File: src/dnc_link_pkg.sv
`default_nettype none

package dnc_link_pkg;

  //////////////////////////////////////////////////
  // Fixed-point format and sizes
  //////////////////////////////////////////////////

  // Q1.15 unsigned words, one = 1 << 15
  localparam int DATA_W = 16;
  localparam int FRAC_W = 15;
  localparam logic [DATA_W-1:0] FX_ONE = 16'd32768;

  // Row and column index, matrix up to 8x8
  localparam int IDX_W = 3;
  localparam int N_MAX = 8;

  // Wishbone word address
  localparam int ADR_W = 8;

  // Control region word offsets
  localparam logic [ADR_W-3:0] REG_CTRL   = 6'd0;
  localparam logic [ADR_W-3:0] REG_STATUS = 6'd1;
  localparam logic [ADR_W-3:0] REG_SIZE   = 6'd2;

  //////////////////////////////////////////////////
  // Bus and address types
  //////////////////////////////////////////////////

  // Top two address bits select the region
  typedef enum logic [1:0] {
    RGN_CTRL = 2'd0,
    RGN_W    = 2'd1,
    RGN_P    = 2'd2,
    RGN_L    = 2'd3
  } region_e;

  typedef struct packed {
    logic              cyc;
    logic              stb;
    logic              we;
    logic [ADR_W-1:0]  adr;
    logic [DATA_W-1:0] dat;
  } wb_req_t;

  // Vector view, used for control, w and p
  typedef struct packed {
    region_e          region;
    logic [2:0]       unused;
    logic [IDX_W-1:0] index;
  } vec_addr_t;

  // Matrix view, used for L
  typedef struct packed {
    region_e          region;
    logic [IDX_W-1:0] g;
    logic [IDX_W-1:0] j;
  } mat_addr_t;

  typedef union packed {
    vec_addr_t vec;
    mat_addr_t mat;
  } link_addr_u;

  //////////////////////////////////////////////////
  // Pipeline records
  //////////////////////////////////////////////////

  typedef struct packed {
    logic [IDX_W-1:0] g;
    logic [IDX_W-1:0] j;
  } link_rd_t;

  typedef struct packed {
    logic              valid;
    logic              last;
    logic [IDX_W-1:0]  g;
    logic [IDX_W-1:0]  j;
    logic [DATA_W-1:0] wg;
    logic [DATA_W-1:0] wj;
    logic [DATA_W-1:0] pj;
    logic [DATA_W-1:0] lgj;
  } link_opnd_t;

  typedef struct packed {
    logic              valid;
    logic              last;
    logic [IDX_W-1:0]  g;
    logic [IDX_W-1:0]  j;
    logic [DATA_W-1:0] value;
  } link_res_t;

endpackage

`default_nettype wire

File: src/dnc_temporal_link_matrix.sv
`timescale 1ns/100ps
`default_nettype none

module dnc_temporal_link_matrix (
  input  wire                              CLK,
  input  wire                              RST,
  input  wire                              start,
  input  wire  [3:0]                       size_n,
  // Operand fetch
  output dnc_link_pkg::link_rd_t           rd,
  input  wire  [dnc_link_pkg::DATA_W-1:0]  wg,
  input  wire  [dnc_link_pkg::DATA_W-1:0]  wj,
  input  wire  [dnc_link_pkg::DATA_W-1:0]  pj,
  input  wire  [dnc_link_pkg::DATA_W-1:0]  lgj,
  // Stage 1 record
  output dnc_link_pkg::link_opnd_t         opnd
);

  import dnc_link_pkg::*;

  typedef enum logic {
    ST_IDLE,
    ST_RUN
  } state_e;

  state_e            state;
  logic [IDX_W-1:0]  g_cnt;
  logic [IDX_W-1:0]  j_cnt;
  // Size captured at start
  logic [3:0]        n_q;
  logic [IDX_W-1:0]  n_top;
  logic              last_elem;

  logic              valid_q;
  logic              last_q;
  logic [IDX_W-1:0]  g_q;
  logic [IDX_W-1:0]  j_q;
  logic [DATA_W-1:0] wg_q;
  logic [DATA_W-1:0] wj_q;
  logic [DATA_W-1:0] pj_q;
  logic [DATA_W-1:0] lgj_q;

  // Highest index, n is 1..8 so it fits IDX_W
  assign n_top     = IDX_W'(n_q - 4'd1);
  assign last_elem = (g_cnt == n_top) && (j_cnt == n_top);

  //////////////////////////////////////////////////
  // Row-major walk over N x N
  //////////////////////////////////////////////////

  always_ff @(posedge CLK or posedge RST) begin
    if (RST) begin
      state   <= ST_IDLE;
      g_cnt   <= '0;
      j_cnt   <= '0;
      n_q     <= 4'(N_MAX);
      valid_q <= 1'b0;
      last_q  <= 1'b0;
    end else begin
      // One element per run cycle
      valid_q <= (state == ST_RUN);
      last_q  <= (state == ST_RUN) && last_elem;
      case (state)
        ST_IDLE: begin
          if (start) begin
            n_q   <= size_n;
            g_cnt <= '0;
            j_cnt <= '0;
            state <= ST_RUN;
          end
        end
        ST_RUN: begin
          if (last_elem) begin
            state <= ST_IDLE;
          end else if (j_cnt == n_top) begin
            // Next row
            j_cnt <= '0;
            g_cnt <= g_cnt + 1'b1;
          end else begin
            j_cnt <= j_cnt + 1'b1;
          end
        end
        default: state <= ST_IDLE;
      endcase
    end
  end

  // Indices straight to the register file
  always_comb begin
    rd.g = g_cnt;
    rd.j = j_cnt;
  end

  // Operand payload, no reset
  always_ff @(posedge CLK) begin
    g_q   <= g_cnt;
    j_q   <= j_cnt;
    wg_q  <= wg;
    wj_q  <= wj;
    pj_q  <= pj;
    lgj_q <= lgj;
  end

  always_comb begin
    opnd.valid = valid_q;
    opnd.last  = last_q;
    opnd.g     = g_q;
    opnd.j     = j_q;
    opnd.wg    = wg_q;
    opnd.wj    = wj_q;
    opnd.pj    = pj_q;
    opnd.lgj   = lgj_q;
  end

endmodule

`default_nettype wire

File: config.mk
export PLATFORM = sky130hd
export DESIGN_NAME = dnc_temporal_link_matrix
export DESIGN_NICKNAME = d
export VERILOG_FILES = /design/src/dnc_link_pkg.sv /design/src/dnc_temporal_link_matrix.sv
export SDC_FILE = /design/constraint.sdc
export NUM_CORES = 1
export LEC_CHECK = 0
export ABC_CLOCK_PERIOD_IN_PS = 5800
export BUFFER_PORTS_ARGS = -buffer_cell sky130_fd_sc_hd__buf_2
export CORE_MARGIN = 4
export CORE_UTILIZATION = 44
export CTS_BUF_LIST = sky130_fd_sc_hd__clkbuf_8
export DETAILED_ROUTE_END_ITERATION = 10
export PLACE_DENSITY = 0.85
export SYNTH_ARGS = -nofsm -noshare
export SYNTH_HDL_FRONTEND = slang
export SYNTH_SLANG_ARGS = --single-unit
File: constraint.sdc
create_clock -name CLK -period 5.8 [get_ports CLK]
set_input_delay 0.58 -clock CLK [delete_from_list [all_inputs] [get_ports CLK]]
set_output_delay 0.58 -clock CLK [all_outputs]
set_load 0.005 [all_outputs]
==> reports/metrics.yaml <==
run_status:
  status: "finished, final reports clean"
pwr:
  peakVddDrop_mv: 0.279
  pwr-share-seq_pct: 45.7
  powerDensity_nw_per_um2: 505
  p_switching_w: 0.000412
  p_int_w: 0.00115
  swShare_pct: 26.4
  clock_power_share_pct: 31.8
  p_leak_nw: 1.63
  pwr-share-comb_pct: 22.6
route:
  vias: 1539
  via_per_inst: 4.49
  dr.first_iter.drc_count: 48
  routedWlPerCell_um: 15.5
  dr.pass1.iters: 4
  drt-total-wl_mm: 5.31
  ant_nets: 0
  route.detailed.drc: 0
die:
  core_area_sq_um: 4470
  rows: 24
  dieHeight_um: 77.0
  ios: 149
  start_util_pct: 46.8
  dieArea_sq_um: 5930
  fp.dieW_um: 77.0
clock_network:
  cts-resized-gates: 0
  clk_pin_slew_ps: 80
  cts-htree-levels: 3
  postCtsHoldBufs: 0
  cts_tree: "done"
  cts_buffers: 9
  cts.path.max_buffers: 2
  cts_setup_buffers: 0
  cts_sinks: 82
  cts_root_buf: "clkbuf_8"
  insertion_delay_ps: 330
grt:
  overflow: 0
  grt_max_degree: 14
  grt_pass1_wl_mm: 8.20
  antenna_found_initial: 0
  track_usage_pct: 18.6
  grt_pass1_vias: 1692
yosys:
  synth.ff_latch_count: 82
  syn_nets: 206
  synth_area_leaders: "dfxtp_1 67%, dfrtp_1 14%, ha_1 1.8%"
  synth_cells: 132
  synth-edff-count: 0
  synth_cell_type_count: 27
  synth_ff_type: "dfxtp_1"
  yosysTopAreaCell: "dfxtp_1"
  ys_warn_count: 0
  postSynthAreaPerCell_sq_um: 15.9
  ys_seq_area_share_pct: 81.3
  synth_top_area_share_pct: 66.9
  synth_area_sq_um: 2090
  async_flop_share_pct: 14.6
sta:
  rsz0062_at_grt: "no"
  tightest_slew_ps: 458
  slew_viol_final: 0
  fin_skew_ps: 5.07
  fin_tns_setup_ps: 0
  period_share_pct: 34.5
  finalCriticalPeriod_ps: 2000
  slew_headroom_pct: 69.4
  setup_viol: 0
  hold_viol_final: 0
  fmax_ghz: 0.500
layout:
  final_common_cell: "buf_2"
  drive_above_1_share_pct: 58.4
  layout_common_cells: "147 x buf_2, 70 x dfxtp_1, 12 x dfrtp_1"
  area_delta_synth_final_pct: 47.9
  postLayoutCoreUtil_pct: 69.2
  diodes: 0
  nNetsFinal: 361
placed_design:
  hpwl_mm: 3.92
  gp_congestion: 0.768
  io_buffers: 147
worst_setup_path:
  reg2reg_depth: 7
  endpoint_kind: "register"
  required_ps: 6020
  crit_fanout: 6
  crit_path_start_kind: "register"
  critPathKind: "register to register"
  arrival_ps: 2220
flow_run:
  drv_cap: 0
hold_path:
  hp-class: "primary input to async pin"
## flip-flops by register name (all words and copies together) (netlist names), 3 cells and up
register,count
lgj_q,16
g_q,3
g_cnt,3
wg_q,16
n_q,3
pj_q,16
j_q,3
j_cnt,3
wj_q,16
## cells by family after synthesis
family / share of synthesized area [%]
adder cells (fa/ha/maj): 1.79
multiplexers: 1.61
flip-flops: 81.3
AND/OR/NAND/NOR: 4.30
XOR/XNOR: 2.87
AO/OA/AOI/OAI: 4.60
buffers and inverters: 3.53
## Yosys cell counts (2+ instances only)
| cell type | number |
|---|---|
| inv_1 | 7 |
| dfrtp_1 | 12 |
| o21ai_0 | 5 |
| nor2b_1 | 2 |
| mux2_2 | 3 |
| ha_1 | 3 |
| a22o_1 | 2 |
| buf_4 | 2 |
| nand2_1 | 5 |
| nor2_1 | 2 |
| xor2_1 | 4 |
| dfxtp_1 | 70 |
## metrics by stage
stage | setup WS, ps | hold slack [ps] | cells | cell area, sq um | total power (W)
2_1_floorplan | 3950 | 354 | 132 | 2090 | 0.000980
3_3_place_gp | 3850 | 470 | 328 | 2850 | 0.00107
3_5_place_dp | 3800 | 471 | 328 | 2850 | 0.00108
4_1_cts | 3790 | 245 | 343 | 3100 | 0.00158
5_1_grt | 3680 | 261 | 343 | 3100 | 0.00166
6_report | 3800 | 239 | 343 | 3100 | 0.00156
## cell type report
| cell class | instances | area [sq um] |
|---|---|---|
| clock buffer | 11 | 151 |
| sequential | 82 | 1700 |
| timing repair buffer | 147 | 736 |
| fill | 331 | 1380 |
| tap | 52 | 65.1 |
| multi-input combinational | 40 | 318 |
| clock inverter | 4 | 98.8 |
| inverter | 7 | 26.3 |
## per-layer routing
metal  up-vias  track usage (%)  wire (um)
met2        89             34.4       2970
met4         0             7.47         68
li1        736                -          -
met1       705             15.9       1590
met5         -                0          0
met3         9             11.2        683
## worst paths after layout
path / startpoint / endpoint / slack (ps)
min reg2reg: j_cnt[1]$_DFFE_PP0P_ / j_q[1]$_DFF_P_ / 480
min: RST / j_cnt[2]$_DFFE_PP0P_ / 240
max: n_q[0]$_DFFE_PP0P_ / g_cnt[0]$_DFFE_PP0P_ / 3800
max in group asynchronous: RST / g_cnt[0]$_DFFE_PP0P_ / 5250
min in group CLK: wj[0] / wj_q[0]$_DFF_P_ / 340
max reg2reg: n_q[0]$_DFFE_PP0P_ / g_cnt[0]$_DFFE_PP0P_ / 3800
## power by group through the flow
stage          Sequential [W]  Clock [W]  Combinational (W)
3_3_place_gp         0.000724          0           0.000344
3_5_place_dp         0.000728          0           0.000355
6_report             0.000714   0.000497           0.000353
2_1_floorplan        0.000721          0           0.000259
5_1_grt              0.000728   0.000538           0.000399
4_1_cts              0.000715   0.000508           0.000358
## critical path, cell delays in order, from the launching register on
cell     delay (ps)
dfrtp_1         400
inv_1            70
ha_1            330
xor2_1          150
nand2_1         130
a211o_1         370
and3_1          190
mux2_2          250
No activity file was read; power rests on OpenSTA's default activity.
