<file path="config.mk">
export PLATFORM = sky130hd
export DESIGN_NAME = dnc_link_update
export DESIGN_NICKNAME = d
export VERILOG_FILES = /design/src/dnc_link_pkg.sv /design/src/dnc_link_update.sv
export SDC_FILE = /design/constraint.sdc
export NUM_CORES = 1
export LEC_CHECK = 0
export BUFFER_PORTS_ARGS = -buffer_cell sky130_fd_sc_hd__clkbuf_2
export CORE_ASPECT_RATIO = 0.5
export CORE_MARGIN = 2
export CORE_UTILIZATION = 55
export CTS_CLUSTER_DIAMETER = 80
export DETAILED_ROUTE_END_ITERATION = 7
export HOLD_SLACK_MARGIN = 0.12
export PLACE_DENSITY = 0.73
export SYNTH_ARGS = -nofsm -noshare
export SYNTH_HDL_FRONTEND = slang
export SYNTH_SLANG_ARGS = --single-unit
</file>
<file path="constraint.sdc">
create_clock -name CLK -period 2.7 [get_ports CLK]
set_input_delay 0.54 -clock CLK [delete_from_list [all_inputs] [get_ports CLK]]
set_output_delay 0.54 -clock CLK [all_outputs]
set_load 0.01 [all_outputs]
</file>
<file path="src/dnc_link_pkg.sv">
`default_nettype none

package dnc_link_pkg;

  //////////////////////////////////////////////////
  // Fixed-point format and sizes
  //////////////////////////////////////////////////

  // Q1.15 unsigned words, one = 1 << 15
  localparam int DATA_W = 16;
  localparam int FRAC_W = 15;
  localparam logic [DATA_W-1:0] FX_ONE = 16'd32768;

  // Row and column index, matrix up to 8x8
  localparam int IDX_W = 3;
  localparam int N_MAX = 8;

  // Wishbone word address
  localparam int ADR_W = 8;

  // Control region word offsets
  localparam logic [ADR_W-3:0] REG_CTRL   = 6'd0;
  localparam logic [ADR_W-3:0] REG_STATUS = 6'd1;
  localparam logic [ADR_W-3:0] REG_SIZE   = 6'd2;

  //////////////////////////////////////////////////
  // Bus and address types
  //////////////////////////////////////////////////

  // Top two address bits select the region
  typedef enum logic [1:0] {
    RGN_CTRL = 2'd0,
    RGN_W    = 2'd1,
    RGN_P    = 2'd2,
    RGN_L    = 2'd3
  } region_e;

  typedef struct packed {
    logic              cyc;
    logic              stb;
    logic              we;
    logic [ADR_W-1:0]  adr;
    logic [DATA_W-1:0] dat;
  } wb_req_t;

  // Vector view, used for control, w and p
  typedef struct packed {
    region_e          region;
    logic [2:0]       unused;
    logic [IDX_W-1:0] index;
  } vec_addr_t;

  // Matrix view, used for L
  typedef struct packed {
    region_e          region;
    logic [IDX_W-1:0] g;
    logic [IDX_W-1:0] j;
  } mat_addr_t;

  typedef union packed {
    vec_addr_t vec;
    mat_addr_t mat;
  } link_addr_u;

  //////////////////////////////////////////////////
  // Pipeline records
  //////////////////////////////////////////////////

  typedef struct packed {
    logic [IDX_W-1:0] g;
    logic [IDX_W-1:0] j;
  } link_rd_t;

  typedef struct packed {
    logic              valid;
    logic              last;
    logic [IDX_W-1:0]  g;
    logic [IDX_W-1:0]  j;
    logic [DATA_W-1:0] wg;
    logic [DATA_W-1:0] wj;
    logic [DATA_W-1:0] pj;
    logic [DATA_W-1:0] lgj;
  } link_opnd_t;

  typedef struct packed {
    logic              valid;
    logic              last;
    logic [IDX_W-1:0]  g;
    logic [IDX_W-1:0]  j;
    logic [DATA_W-1:0] value;
  } link_res_t;

endpackage

`default_nettype wire

</file>
<file path="src/dnc_link_update.sv">
`timescale 1ns/100ps
`default_nettype none

module dnc_link_update (
  input  wire                        CLK,
  input  wire                        RST,
  input  dnc_link_pkg::link_opnd_t   opnd,
  output dnc_link_pkg::link_res_t    res
);

  import dnc_link_pkg::*;

  // Product after dropping FRAC_W bits
  localparam int PROD_W = 2*DATA_W - FRAC_W;

  //////////////////////////////////////////////////
  // Stage 2 logic
  //////////////////////////////////////////////////

  logic [DATA_W:0]     w_sum;
  logic [DATA_W-1:0]   decay;
  logic                diag;
  logic [2*DATA_W-1:0] mul_l;
  logic [2*DATA_W-1:0] mul_w;

  logic                s2_valid;
  logic                s2_last;
  logic [IDX_W-1:0]    s2_g;
  logic [IDX_W-1:0]    s2_j;
  logic [PROD_W-1:0]   s2_prod_l;
  logic [PROD_W-1:0]   s2_prod_w;

  // Stage 3 sum
  logic [PROD_W:0]     sum;
  logic [DATA_W-1:0]   sat;

  // 1 - w[g] - w[j], clamped at zero
  assign w_sum = {1'b0, opnd.wg} + {1'b0, opnd.wj};
  assign decay = (w_sum >= {1'b0, FX_ONE}) ? '0 : FX_ONE - w_sum[DATA_W-1:0];
  assign diag  = (opnd.g == opnd.j);

  // decay * L[g][j] and w[g] * p[j]
  assign mul_l = decay * opnd.lgj;
  assign mul_w = opnd.wg * opnd.pj;

  always_ff @(posedge CLK or posedge RST) begin
    if (RST) begin
      s2_valid <= 1'b0;
      s2_last  <= 1'b0;
    end else begin
      s2_valid <= opnd.valid;
      s2_last  <= opnd.last;
    end
  end

  // Decay folded into the truncated product
  always_ff @(posedge CLK) begin
    s2_g <= opnd.g;
    s2_j <= opnd.j;
    if (diag) begin
      // Self links always zero
      s2_prod_l <= '0;
      s2_prod_w <= '0;
    end else begin
      s2_prod_l <= mul_l[2*DATA_W-1:FRAC_W];
      s2_prod_w <= mul_w[2*DATA_W-1:FRAC_W];
    end
  end

  //////////////////////////////////////////////////
  // Stage 3 sum and saturation
  //////////////////////////////////////////////////

  assign sum = {1'b0, s2_prod_l} + {1'b0, s2_prod_w};
  // Saturate at one
  assign sat = (sum > (PROD_W+1)'(FX_ONE)) ? FX_ONE : sum[DATA_W-1:0];

  always_ff @(posedge CLK or posedge RST) begin
    if (RST) begin
      res <= '0;
    end else begin
      res.valid <= s2_valid;
      res.last  <= s2_last;
      res.g     <= s2_g;
      res.j     <= s2_j;
      res.value <= sat;
    end
  end

endmodule

`default_nettype wire

</file>
==> qor.yml <==
run_status:
  status: "finished with violations"
  violations: "negative setup slack"
die:
  start_util_pct: 56.6
  top_level_ports: 98
  rows: 48
  chipWidth_um: 272
  die_y_um: 138
  dieArea_um2: 37500
  core-area_um2: 34900
setup_path:
  reg2regPathDepth: 12
  worst-path-buf-inv: 6
  cp-end-kind: "register"
  r2r-end: "res[1]"
  critPathLaunchType: "input pin"
  cpPeakStageDelay_ns: 0.58
  crit_fanout: 4
  crit_top_cell: "fa_2"
  r2r-start: "s2_prod_l[0]"
  cpMaxStageDelayCell: "fa_2"
  reg2reg_setup_slack_ns: 0.09
  worstSetupPathDepth: 32
  critPathArrivalTime_ns: 8.39
  startpoint: "opnd[48]"
  endpoint: "s2_prod_l[15]"
  critical_path_class: "in -> reg"
  path_delay_family: "adder cells"
  required_ns: 2.91
logic_synthesis:
  syn_inst: 2216
  synth_top_area_share_pct: 39.4
  yosys-top-cells-count: "475 x inv_1, 388 x fa_1, 281 x nand2_1"
  yosys.area.top_type: "fa_1"
  ys.flop_type: "dfxtp_1"
  syn_avg_cell_area_um2: 8.90
  synth_area_um2: 19700
  yosys_register_bits: 66
  yosysSeqAreaShare_pct: 7.36
  ys_top_cells_by_area: "fa_1 39%, ha_1 15%, inv_1 9.0%"
  synth_most_common_cell: "inv_1"
  yosysUniqueCellTypes: 66
  syn_nets: 2914
  ys_async_sr_fraction_pct: 39.4
  yosys_warnings: 0
  synth_edf_count: 0
timing:
  setup-tns-final_ns: -138.61
  setup_viol: 34
  fin_crit_sh_pct: 303
  finalClockSkew_ns: 0.00393
  tightest_slew_ns: 0.966
  fmax_mhz: 122
  finalWorstSetupSlack_ns: -5.47
  relSlewSlack_pct: 35.5
  slew_violations: 0
  fin_crit_ns: 8.17
  rsz0062_at_grt: "yes"
  hold_viol: 0
placed_design:
  place_congestion: 0.952
  hpwl_um: 43500
  io_buffers: 97
global_routing:
  grt_pass1_vias: 17600
  overflow: 0
  grt_usage_pct: 29.8
  grt_max_degree: 63
  antenna_found_initial: 3
  grt_pass1_wl_um: 88300
clock_network:
  cts_root_buffer: "clkbuf_16"
  cts_hold_buf: 0
  clkTransAtPathRegs_ns: 0.05
  cts_buffer_depth: 2
  clk_latency_ns: 0.33
  numClockSinks: 66
  cts_made_buffers: 9
  tritoncts: "yes"
  htreeDepth: 3
routing:
  drtPass1Iterations: 5
  vias: 17000
  ant_nets: 0
  drt_wl_total_um: 56300
  drt_iter0_drc: 1615
  wl_per_cell_um: 18.3
  route.detailed.drc: 0
  routed_via_density: 5.51
final_layout:
  area_growth_pct: 27.3
  finalNetCount: 3299
  post-route-util_pct: 72.0
  drive_above_1_share_pct: 26.1
pwr:
  irDropWorstVdd_mv: 1.62
  p_per_area_nw_per_um2: 1250
  leakagePower_nw: 13.4
hold_path:
  hold_path_class: "in -> reg"
job:
  max_cap_violations: 0
==> layer usage <==
| layer | up-vias | GRT usage (%) | share of wire (%) |
|---|---|---|---|
| met4 | 0 | 7.51 | 3.8 |
| met3 | 184 | 6.61 | 8.9 |
| met1 | 8397 | 39.8 | 41 |
| met5 | - | 0 | 0 |
| met2 | 781 | 49.7 | 46 |
| li1 | 7635 | - | - |
==> cell type report <==
| type | instances | area (µm²) |
|---|---|---|
| Fill cell | 2392 | 9770 |
| Tap cell | 475 | 594 |
| Multi-Input combinational cell | 1591 | 17200 |
| Clock inverter | 2 | 13.8 |
| Inverter | 475 | 1780 |
| Antenna cell | 3 | 7.51 |
| Sequential cell | 66 | 1450 |
| Timing Repair Buffer | 458 | 3750 |
| Clock buffer | 14 | 297 |
==> worst min-delay path by stage <==
stage,slack (ns),start,to,depth (start not counted)
CTS,0.31,opnd[71],s2_valid,1
floorplan,0.32,s2_j[0],res[16],0
global placement,0.32,s2_g[0],res[19],0
finish,0.32,opnd[71],s2_valid,1
detailed placement,0.32,s2_g[0],res[19],0
global route,0.31,opnd[71],s2_valid,1
==> placed cells by master (no fill, tap or decap), types with 13 or more instances in the layout <==
cell type | netlist | routed
a21oi_2 | 0 | 17
xor2_1 | 20 | 18
and3_1 | 119 | 113
a21oi_1 | 60 | 40
and2_1 | 132 | 116
nor2_1 | 53 | 51
inv_2 | 0 | 27
dfrtp_1 | 26 | 26
fa_1 | 388 | 369
buf_12 | 0 | 28
nand2_1 | 281 | 264
ha_1 | 236 | 212
clkbuf_2 | 0 | 80
o21ai_0 | 26 | 15
fa_2 | 0 | 19
inv_1 | 475 | 448
dfxtp_1 | 40 | 40
buf_6 | 1 | 21
nor3_1 | 16 | 14
nand3_1 | 50 | 46
ha_4 | 0 | 22
xnor2_2 | 0 | 13
xnor2_1 | 40 | 26
and2_4 | 1 | 14
a21o_1 | 29 | 29
buf_4 | 0 | 317
==> metrics by stage <==
step / worst slack, ns / hold WS (ns) / std cells / instance area, µm² / total power, W
floorplan: -5.33 / 0.316 / 2216 / 20500 / 0.0181
global placement: -5.72 / 0.317 / 3008 / 23300 / 0.0256
detailed placement: -5.86 / 0.320 / 3008 / 23300 / 0.0262
CTS: -5.45 / 0.311 / 3058 / 24400 / 0.0287
global route: -5.76 / 0.309 / 3084 / 25100 / 0.0345
finish: -5.47 / 0.319 / 3084 / 25100 / 0.0314
==> power breakdown <==
| part | internal (W) | total (W) | leakage, nW | switching [W] |
|---|---|---|---|---|
| combinational | 0.0143 | 0.0286 | 12.6 | 0.0142 |
| sequential | 0.00154 | 0.00168 | 0.654 | 0.000135 |
| clock | 0.000760 | 0.00116 | 0.154 | 0.000401 |
| total | 0.0166 | 0.0314 | 13.4 | 0.0147 |
==> worst reg2reg max path, stage by stage (launching register included) <==
cell	delay (ns)
dfxtp_1	0.31
ha_1	0.20
inv_1	0.07
fa_2	0.20
nand2b_4	0.12
a21boi_1	0.07
o21a_1	0.23
o2111ai_2	0.21
nand4_1	0.19
a31oi_4	0.23
nand2_2	0.10
or4_1	0.41
o41ai_1	0.11
==> kinds of logic after synthesis <==
kind of cell,share of synthesized area (%)
XOR/XNOR,2.66
buffers and inverters,10.7
AO/OA/AOI/OAI,6.24
multiplexers,0.507
adder cells (fa/ha/maj),54.3
flip-flops,7.36
AND/OR/NAND/NOR,18.2
==> what timing repair did <==
action	CTS	global route
pin swaps	42	87
buffers inserted	32	25
setup endpoints to repair	36	48
gates cloned	2	0
hold endpoints to repair	0	0
resized for setup	109	144
==> state kept, by name, summed over array words and instances (netlist names) <==
name	count
s2_g	3
s2_j	3
s2_last	1
res	24
s2_valid	1
s2_prod_l	17
s2_prod_w	17
(Power assumes the default switching activity.)
