===== src/dnc_link_pkg.sv =====
`default_nettype none

package dnc_link_pkg;

  //////////////////////////////////////////////////
  // Fixed-point format and sizes
  //////////////////////////////////////////////////

  // Q1.15 unsigned words, one = 1 << 15
  localparam int DATA_W = 16;
  localparam int FRAC_W = 15;
  localparam logic [DATA_W-1:0] FX_ONE = 16'd32768;

  // Row and column index, matrix up to 8x8
  localparam int IDX_W = 3;
  localparam int N_MAX = 8;

  // Wishbone word address
  localparam int ADR_W = 8;

  // Control region word offsets
  localparam logic [ADR_W-3:0] REG_CTRL   = 6'd0;
  localparam logic [ADR_W-3:0] REG_STATUS = 6'd1;
  localparam logic [ADR_W-3:0] REG_SIZE   = 6'd2;

  //////////////////////////////////////////////////
  // Bus and address types
  //////////////////////////////////////////////////

  // Top two address bits select the region
  typedef enum logic [1:0] {
    RGN_CTRL = 2'd0,
    RGN_W    = 2'd1,
    RGN_P    = 2'd2,
    RGN_L    = 2'd3
  } region_e;

  typedef struct packed {
    logic              cyc;
    logic              stb;
    logic              we;
    logic [ADR_W-1:0]  adr;
    logic [DATA_W-1:0] dat;
  } wb_req_t;

  // Vector view, used for control, w and p
  typedef struct packed {
    region_e          region;
    logic [2:0]       unused;
    logic [IDX_W-1:0] index;
  } vec_addr_t;

  // Matrix view, used for L
  typedef struct packed {
    region_e          region;
    logic [IDX_W-1:0] g;
    logic [IDX_W-1:0] j;
  } mat_addr_t;

  typedef union packed {
    vec_addr_t vec;
    mat_addr_t mat;
  } link_addr_u;

  //////////////////////////////////////////////////
  // Pipeline records
  //////////////////////////////////////////////////

  typedef struct packed {
    logic [IDX_W-1:0] g;
    logic [IDX_W-1:0] j;
  } link_rd_t;

  typedef struct packed {
    logic              valid;
    logic              last;
    logic [IDX_W-1:0]  g;
    logic [IDX_W-1:0]  j;
    logic [DATA_W-1:0] wg;
    logic [DATA_W-1:0] wj;
    logic [DATA_W-1:0] pj;
    logic [DATA_W-1:0] lgj;
  } link_opnd_t;

  typedef struct packed {
    logic              valid;
    logic              last;
    logic [IDX_W-1:0]  g;
    logic [IDX_W-1:0]  j;
    logic [DATA_W-1:0] value;
  } link_res_t;

endpackage

`default_nettype wire


===== src/dnc_link_regs.sv =====
`timescale 1ns/100ps
`default_nettype none

module dnc_link_regs (
  input  wire                                CLK,
  input  wire                                RST,
  // Wishbone classic slave
  input  dnc_link_pkg::wb_req_t              wb_req,
  output logic [dnc_link_pkg::DATA_W-1:0]    wb_dat_r,
  output logic                               wb_ack,
  // Run control towards stage 1
  output logic                               start,
  output logic [3:0]                         size_n,
  // Operand read port
  input  dnc_link_pkg::link_rd_t             rd,
  output logic [dnc_link_pkg::DATA_W-1:0]    wg,
  output logic [dnc_link_pkg::DATA_W-1:0]    wj,
  output logic [dnc_link_pkg::DATA_W-1:0]    pj,
  output logic [dnc_link_pkg::DATA_W-1:0]    lgj,
  // Write-back port
  input  dnc_link_pkg::link_res_t            res
);

  import dnc_link_pkg::*;

  //////////////////////////////////////////////////
  // Storage and state
  //////////////////////////////////////////////////

  logic [DATA_W-1:0] w_mem [N_MAX];
  logic [DATA_W-1:0] p_mem [N_MAX];
  logic [DATA_W-1:0] l_mem [N_MAX][N_MAX];

  logic [3:0]        size_q;
  logic              busy;

  // Address seen through both views
  link_addr_u        adr_u;
  logic [ADR_W-3:0]  ctrl_sel;
  logic              vec_ok;

  logic              req_new;
  logic              wr_en;
  logic              start_acc;
  logic [3:0]        size_wr;
  logic [DATA_W-1:0] rd_data;

  //////////////////////////////////////////////////
  // Address decode
  //////////////////////////////////////////////////

  assign adr_u    = wb_req.adr;
  assign ctrl_sel = {adr_u.vec.unused, adr_u.vec.index};
  // Vector words only where the spare bits are zero
  assign vec_ok   = (adr_u.vec.unused == '0);

  // New request, not yet acked
  assign req_new  = wb_req.cyc & wb_req.stb & ~wb_ack;
  // Host writes locked out for the whole run
  assign wr_en    = req_new & wb_req.we & ~busy;

  assign start_acc = wr_en & (adr_u.vec.region == RGN_CTRL) &
                     (ctrl_sel == REG_CTRL) & wb_req.dat[0];

  // SIZE clamp to 1..N_MAX
  always_comb begin
    if (wb_req.dat == '0) begin
      size_wr = 4'd1;
    end else if (wb_req.dat > DATA_W'(N_MAX)) begin
      size_wr = 4'(N_MAX);
    end else begin
      size_wr = wb_req.dat[3:0];
    end
  end

  // Host read mux, unmapped words give zero
  always_comb begin
    rd_data = '0;
    case (adr_u.vec.region)
      RGN_CTRL: begin
        if (ctrl_sel == REG_STATUS) begin
          rd_data = {{(DATA_W-1){1'b0}}, busy};
        end else if (ctrl_sel == REG_SIZE) begin
          rd_data = {{(DATA_W-4){1'b0}}, size_q};
        end
      end
      RGN_W:   if (vec_ok) rd_data = w_mem[adr_u.vec.index];
      RGN_P:   if (vec_ok) rd_data = p_mem[adr_u.vec.index];
      RGN_L:   rd_data = l_mem[adr_u.mat.g][adr_u.mat.j];
      default: rd_data = '0;
    endcase
  end

  //////////////////////////////////////////////////
  // Bus cycle, busy and storage updates
  //////////////////////////////////////////////////

  always_ff @(posedge CLK or posedge RST) begin
    if (RST) begin
      wb_ack   <= 1'b0;
      wb_dat_r <= '0;
      start    <= 1'b0;
      busy     <= 1'b0;
      size_q   <= 4'(N_MAX);
      for (int i = 0; i < N_MAX; i++) begin
        w_mem[i] <= '0;
        p_mem[i] <= '0;
        for (int k = 0; k < N_MAX; k++) begin
          l_mem[i][k] <= '0;
        end
      end
    end else begin
      // Single wait state, ack one clock after the request
      wb_ack <= req_new;
      start  <= start_acc;
      if (req_new) begin
        wb_dat_r <= rd_data;
      end

      // Busy from the cycle after start to the last write-back
      if (start) begin
        busy <= 1'b1;
      end else if (res.valid && res.last) begin
        busy <= 1'b0;
      end

      if (wr_en) begin
        case (adr_u.vec.region)
          RGN_CTRL: if (ctrl_sel == REG_SIZE) size_q <= size_wr;
          RGN_W:    if (vec_ok) w_mem[adr_u.vec.index] <= wb_req.dat;
          RGN_P:    if (vec_ok) p_mem[adr_u.vec.index] <= wb_req.dat;
          RGN_L:    l_mem[adr_u.mat.g][adr_u.mat.j] <= wb_req.dat;
          default:  ;
        endcase
      end

      // Pipeline result, in place
      if (res.valid) begin
        l_mem[res.g][res.j] <= res.value;
      end
    end
  end

  //////////////////////////////////////////////////
  // Operand port, combinational
  //////////////////////////////////////////////////

  assign wg     = w_mem[rd.g];
  assign wj     = w_mem[rd.j];
  assign pj     = p_mem[rd.j];
  assign lgj    = l_mem[rd.g][rd.j];

  assign size_n = size_q;

endmodule

`default_nettype wire


===== config.mk =====
export PLATFORM = sky130hd
export DESIGN_NAME = dnc_link_regs
export DESIGN_NICKNAME = d
export VERILOG_FILES = /design/src/dnc_link_pkg.sv /design/src/dnc_link_regs.sv
export SDC_FILE = /design/constraint.sdc
export NUM_CORES = 2
export LEC_CHECK = 0
export ABC_AREA = 0
export BUFFER_PORTS_ARGS = -buffer_cell sky130_fd_sc_hd__buf_2
export CAP_MARGIN = 20
export CORE_MARGIN = 8
export CORE_UTILIZATION = 35
export DETAILED_ROUTE_END_ITERATION = 8
export GPL_ROUTABILITY_DRIVEN = 1
export MAX_ROUTING_LAYER = met4
export SLEW_MARGIN = 20
export SYNTH_ARGS = -nofsm -noshare
export SYNTH_HDL_FRONTEND = slang
export SYNTH_SLANG_ARGS = --single-unit

===== constraint.sdc =====
create_clock -name CLK -period 45.1 [get_ports CLK]
set_input_delay 6.765 -clock CLK [delete_from_list [all_inputs] [get_ports CLK]]
set_output_delay 6.765 -clock CLK [all_outputs]
set_load 0.02 [all_outputs]

==> out/results.ini <==
[run]
max_cap_viols=0

[cells_and_area]
layoutNonFillerInstCount=10500
fillers=21900
drive_gt1_frac=0.203
finish.net_count=7408
final_design_area_no_fill_sq_mm=0.0881
area.growth.synth_to_final_pct=10.3
commonest_non_fill_non_tap_cell_in_the_layout=dfrtp_1
final_core_utilization=0.388
layout.cells.most_common_list=dfrtp_1, nand2_1, mux2i_1

[pwr]
seq_power_share=0.434
power.density_cell_area_mw_per_mm2=38.6
static-leakage-power_nw=36.1
switching_share=0.307
portion_of_total_power_attributed_to_combinational_logic=0.178
finalPower_mw=3.40
peakVddDrop_mv=0.0385
power_switching_mw=1.04
clock_power_share=0.387
power_report.internal_total_mw=2.36

[floorplan]
core_area_sq_mm=0.227
fp.dieH_um=494
row_count=175
design.portCount=145
floorplan_die_area_sq_mm=0.244
initial_core_util=0.352
die_w_um=494

[sta]
fin_crit_share=0.405
final-max-slew-violation-count=0
tns_ns=0
finalHoldViolations=0
min_setup_slack_post_route_ns=26.85
clock_skew_ns=0.0417
rsz0062_at_grt=false
max_slew_margin=0.112
fin_worst_hold_slack_ns=0.502
layout_min_cycle_time_ns=18.25
achievable_clock_frequency_mhz=54.8
setup_viol=0
worst_pin_slew_ns=1.32

[cts]
clk_lat_worst_skew_ns=0.84
cts.clk_slew.worst_paths_ns=0.06
post-cts-setup-buffers=0
clockBufferDepth=3
clk_root_buffer_cell=clkbuf_16
sinks_on_the_clock_net=1303
hold_buf_count_cts=0
htree_num_levels=4
cts_repair_resize_count=0
tritoncts_clock_tree=yes
cts_made_buffers=152

[routing]
remaining_drc_errors=0
drt_first_iter_violations=10500
final_antenna_net_count=0
wl_per_cell_um=33.1
firstDrtPassIters=7
postRouteWirelength_um=348000
vias_per_cell=6.49
route.vias.total=68100

[grt]
globalRouteMet3Util=0.102
grt_busiest_layer=met2
first_pass_grt_wire_length_um=495000
pin_count_of_the_biggest_net_entering_global_routing=162
grt_util_met2=0.392
grt_remaining_overflow=0
gr-usage-all-layers=0.284
antenna_found_initial=33
grt_use_met1=0.351
grt_pass1_vias=64900

[critical_path]
worstPathMaxFanout=92
critPathRequiredTime_ns=38.33
critical_path_arrival_ns=11.49
setup.worst_path.class=in2out
setup.worst_path.start_class=input pin
worst_setup_path_end_kind=output pin

[synthesis]
synth.ff_latch_count=1303
yosysSeqAreaShare=0.408
post_synth_inst_count=7700
synth_enable_flop_cells=0
synth_area_per_cell_sq_um=10.4
synth_cell_types=66
postSynthNetCount=7759
synth.yosys.warnings=0
syn-cell-area_sq_mm=0.0799
async_reset_ff_frac=1.00
synth_top_flop_cell=dfrtp_1

[placed_design]
hpwlAfterDp_um=217000
dp.cells=10200
io_buffer_count=144
gpl.final_weighted_congestion=0.973
pre_cts_ws_ns=26.77
dpl_cell_area_sq_mm=0.0827

[outcome]
run_status=finished, final reports clean

[hold_path]
min_path_type=reg2reg

-- final cells by class --
cell class	count	area (sq um)	share of cell area
Antenna cell	29	72.6	0.000823
Clock buffer	219	4470	0.0507
Clock inverter	52	766	0.00869
Inverter	5	28.8	0.000326
Multi-Input combinational cell	5524	43800	0.497
Sequential cell	1303	32600	0.370
Tap cell	3009	3760	0.0427
Timing Repair Buffer	363	2610	0.0296
-- synthesized netlist by cell type (9+ instances only) --
cell type	instances	area (sq um)
nor2_1	547	2050
mux2_1	127	1430
mux2_2	278	3130
clkbuf_1	591	2220
buf_1	84	315
mux4_2	447	10100
mux2i_1	1065	10700
a22o_1	31	272
nand4_1	31	194
nor2_4	31	349
a22oi_1	75	563
nand2_1	1099	4130
buf_2	126	631
o21ai_0	125	626
a21oi_1	249	1250
o22ai_1	114	713
buf_6	12	135
nor2_2	36	225
a221o_1	22	220
dfrtp_1	1302	32600
nor2b_1	19	119
nand3_1	21	105
a31oi_1	208	1300
nor3_1	9	45.0
and2_1	9	56.3
nand2_2	19	119
buf_4	55	413
o21ai_1	658	3290
a221oi_1	199	1740
o211ai_1	13	97.6
a32oi_1	15	131
-- cells by family (layout without fill, tap and decap cells) --
group / after synthesis / after routing / share of synthesized area
other: 0 / 29 / 0
multiplexers: 1917 / 1917 / 0.316
flip-flops: 1303 / 1303 / 0.408
AND/OR/NAND/NOR: 1871 / 1871 / 0.0982
AO/OA/AOI/OAI: 1736 / 1736 / 0.131
buffers and inverters: 873 / 639 / 0.0467
-- state kept, by name, summed over array words and instances (netlist names) --
register  count
busy          1
l_mem      1024
p_mem       128
size_n        4
start         1
w_mem       128
wb_ack        1
wb_dat_r     16
-- power groups by stage --
| stage | sequential (mW) | clock [mW] | combinational (mW) |
|---|---|---|---|
| floorplan | 1.43 | 0 | 0.429 |
| global placement | 1.49 | 0 | 0.572 |
| detailed placement | 1.49 | 0 | 0.592 |
| CTS | 1.47 | 1.32 | 0.592 |
| global route | 1.49 | 1.37 | 0.644 |
| finish | 1.48 | 1.32 | 0.607 |
-- layer usage --
layer,part of all wire,vias up
met2,0.42,5315
met4,0.076,0
li1,-,27600
met1,0.37,33900
met5,0,-
met3,0.14,1340
-- final timing paths --
check                        from         end  slack (ns)  cells past startpoint
min in group asynchronous     RST  l_mem[674]        6.06                      2
max in group asynchronous     RST  l_mem[964]       34.31                      8
hold / removal              start        busy        0.50                      1
hold reg to reg             start        busy        0.50                      1
setup / recovery            rd[4]      lgj[6]       26.85                      9
setup reg to reg           wb_ack   l_mem[55]       40.89                      8
-- critical path: stages --
cell	delay, ns
buf_8	0.59
buf_4	0.97
buf_4	1.04
mux4_2	0.43
mux4_2	0.57
mux2_2	0.31
nand2_1	0.24
o21ai_1	0.25
buf_2	0.24
(Power assumes the default switching activity.)
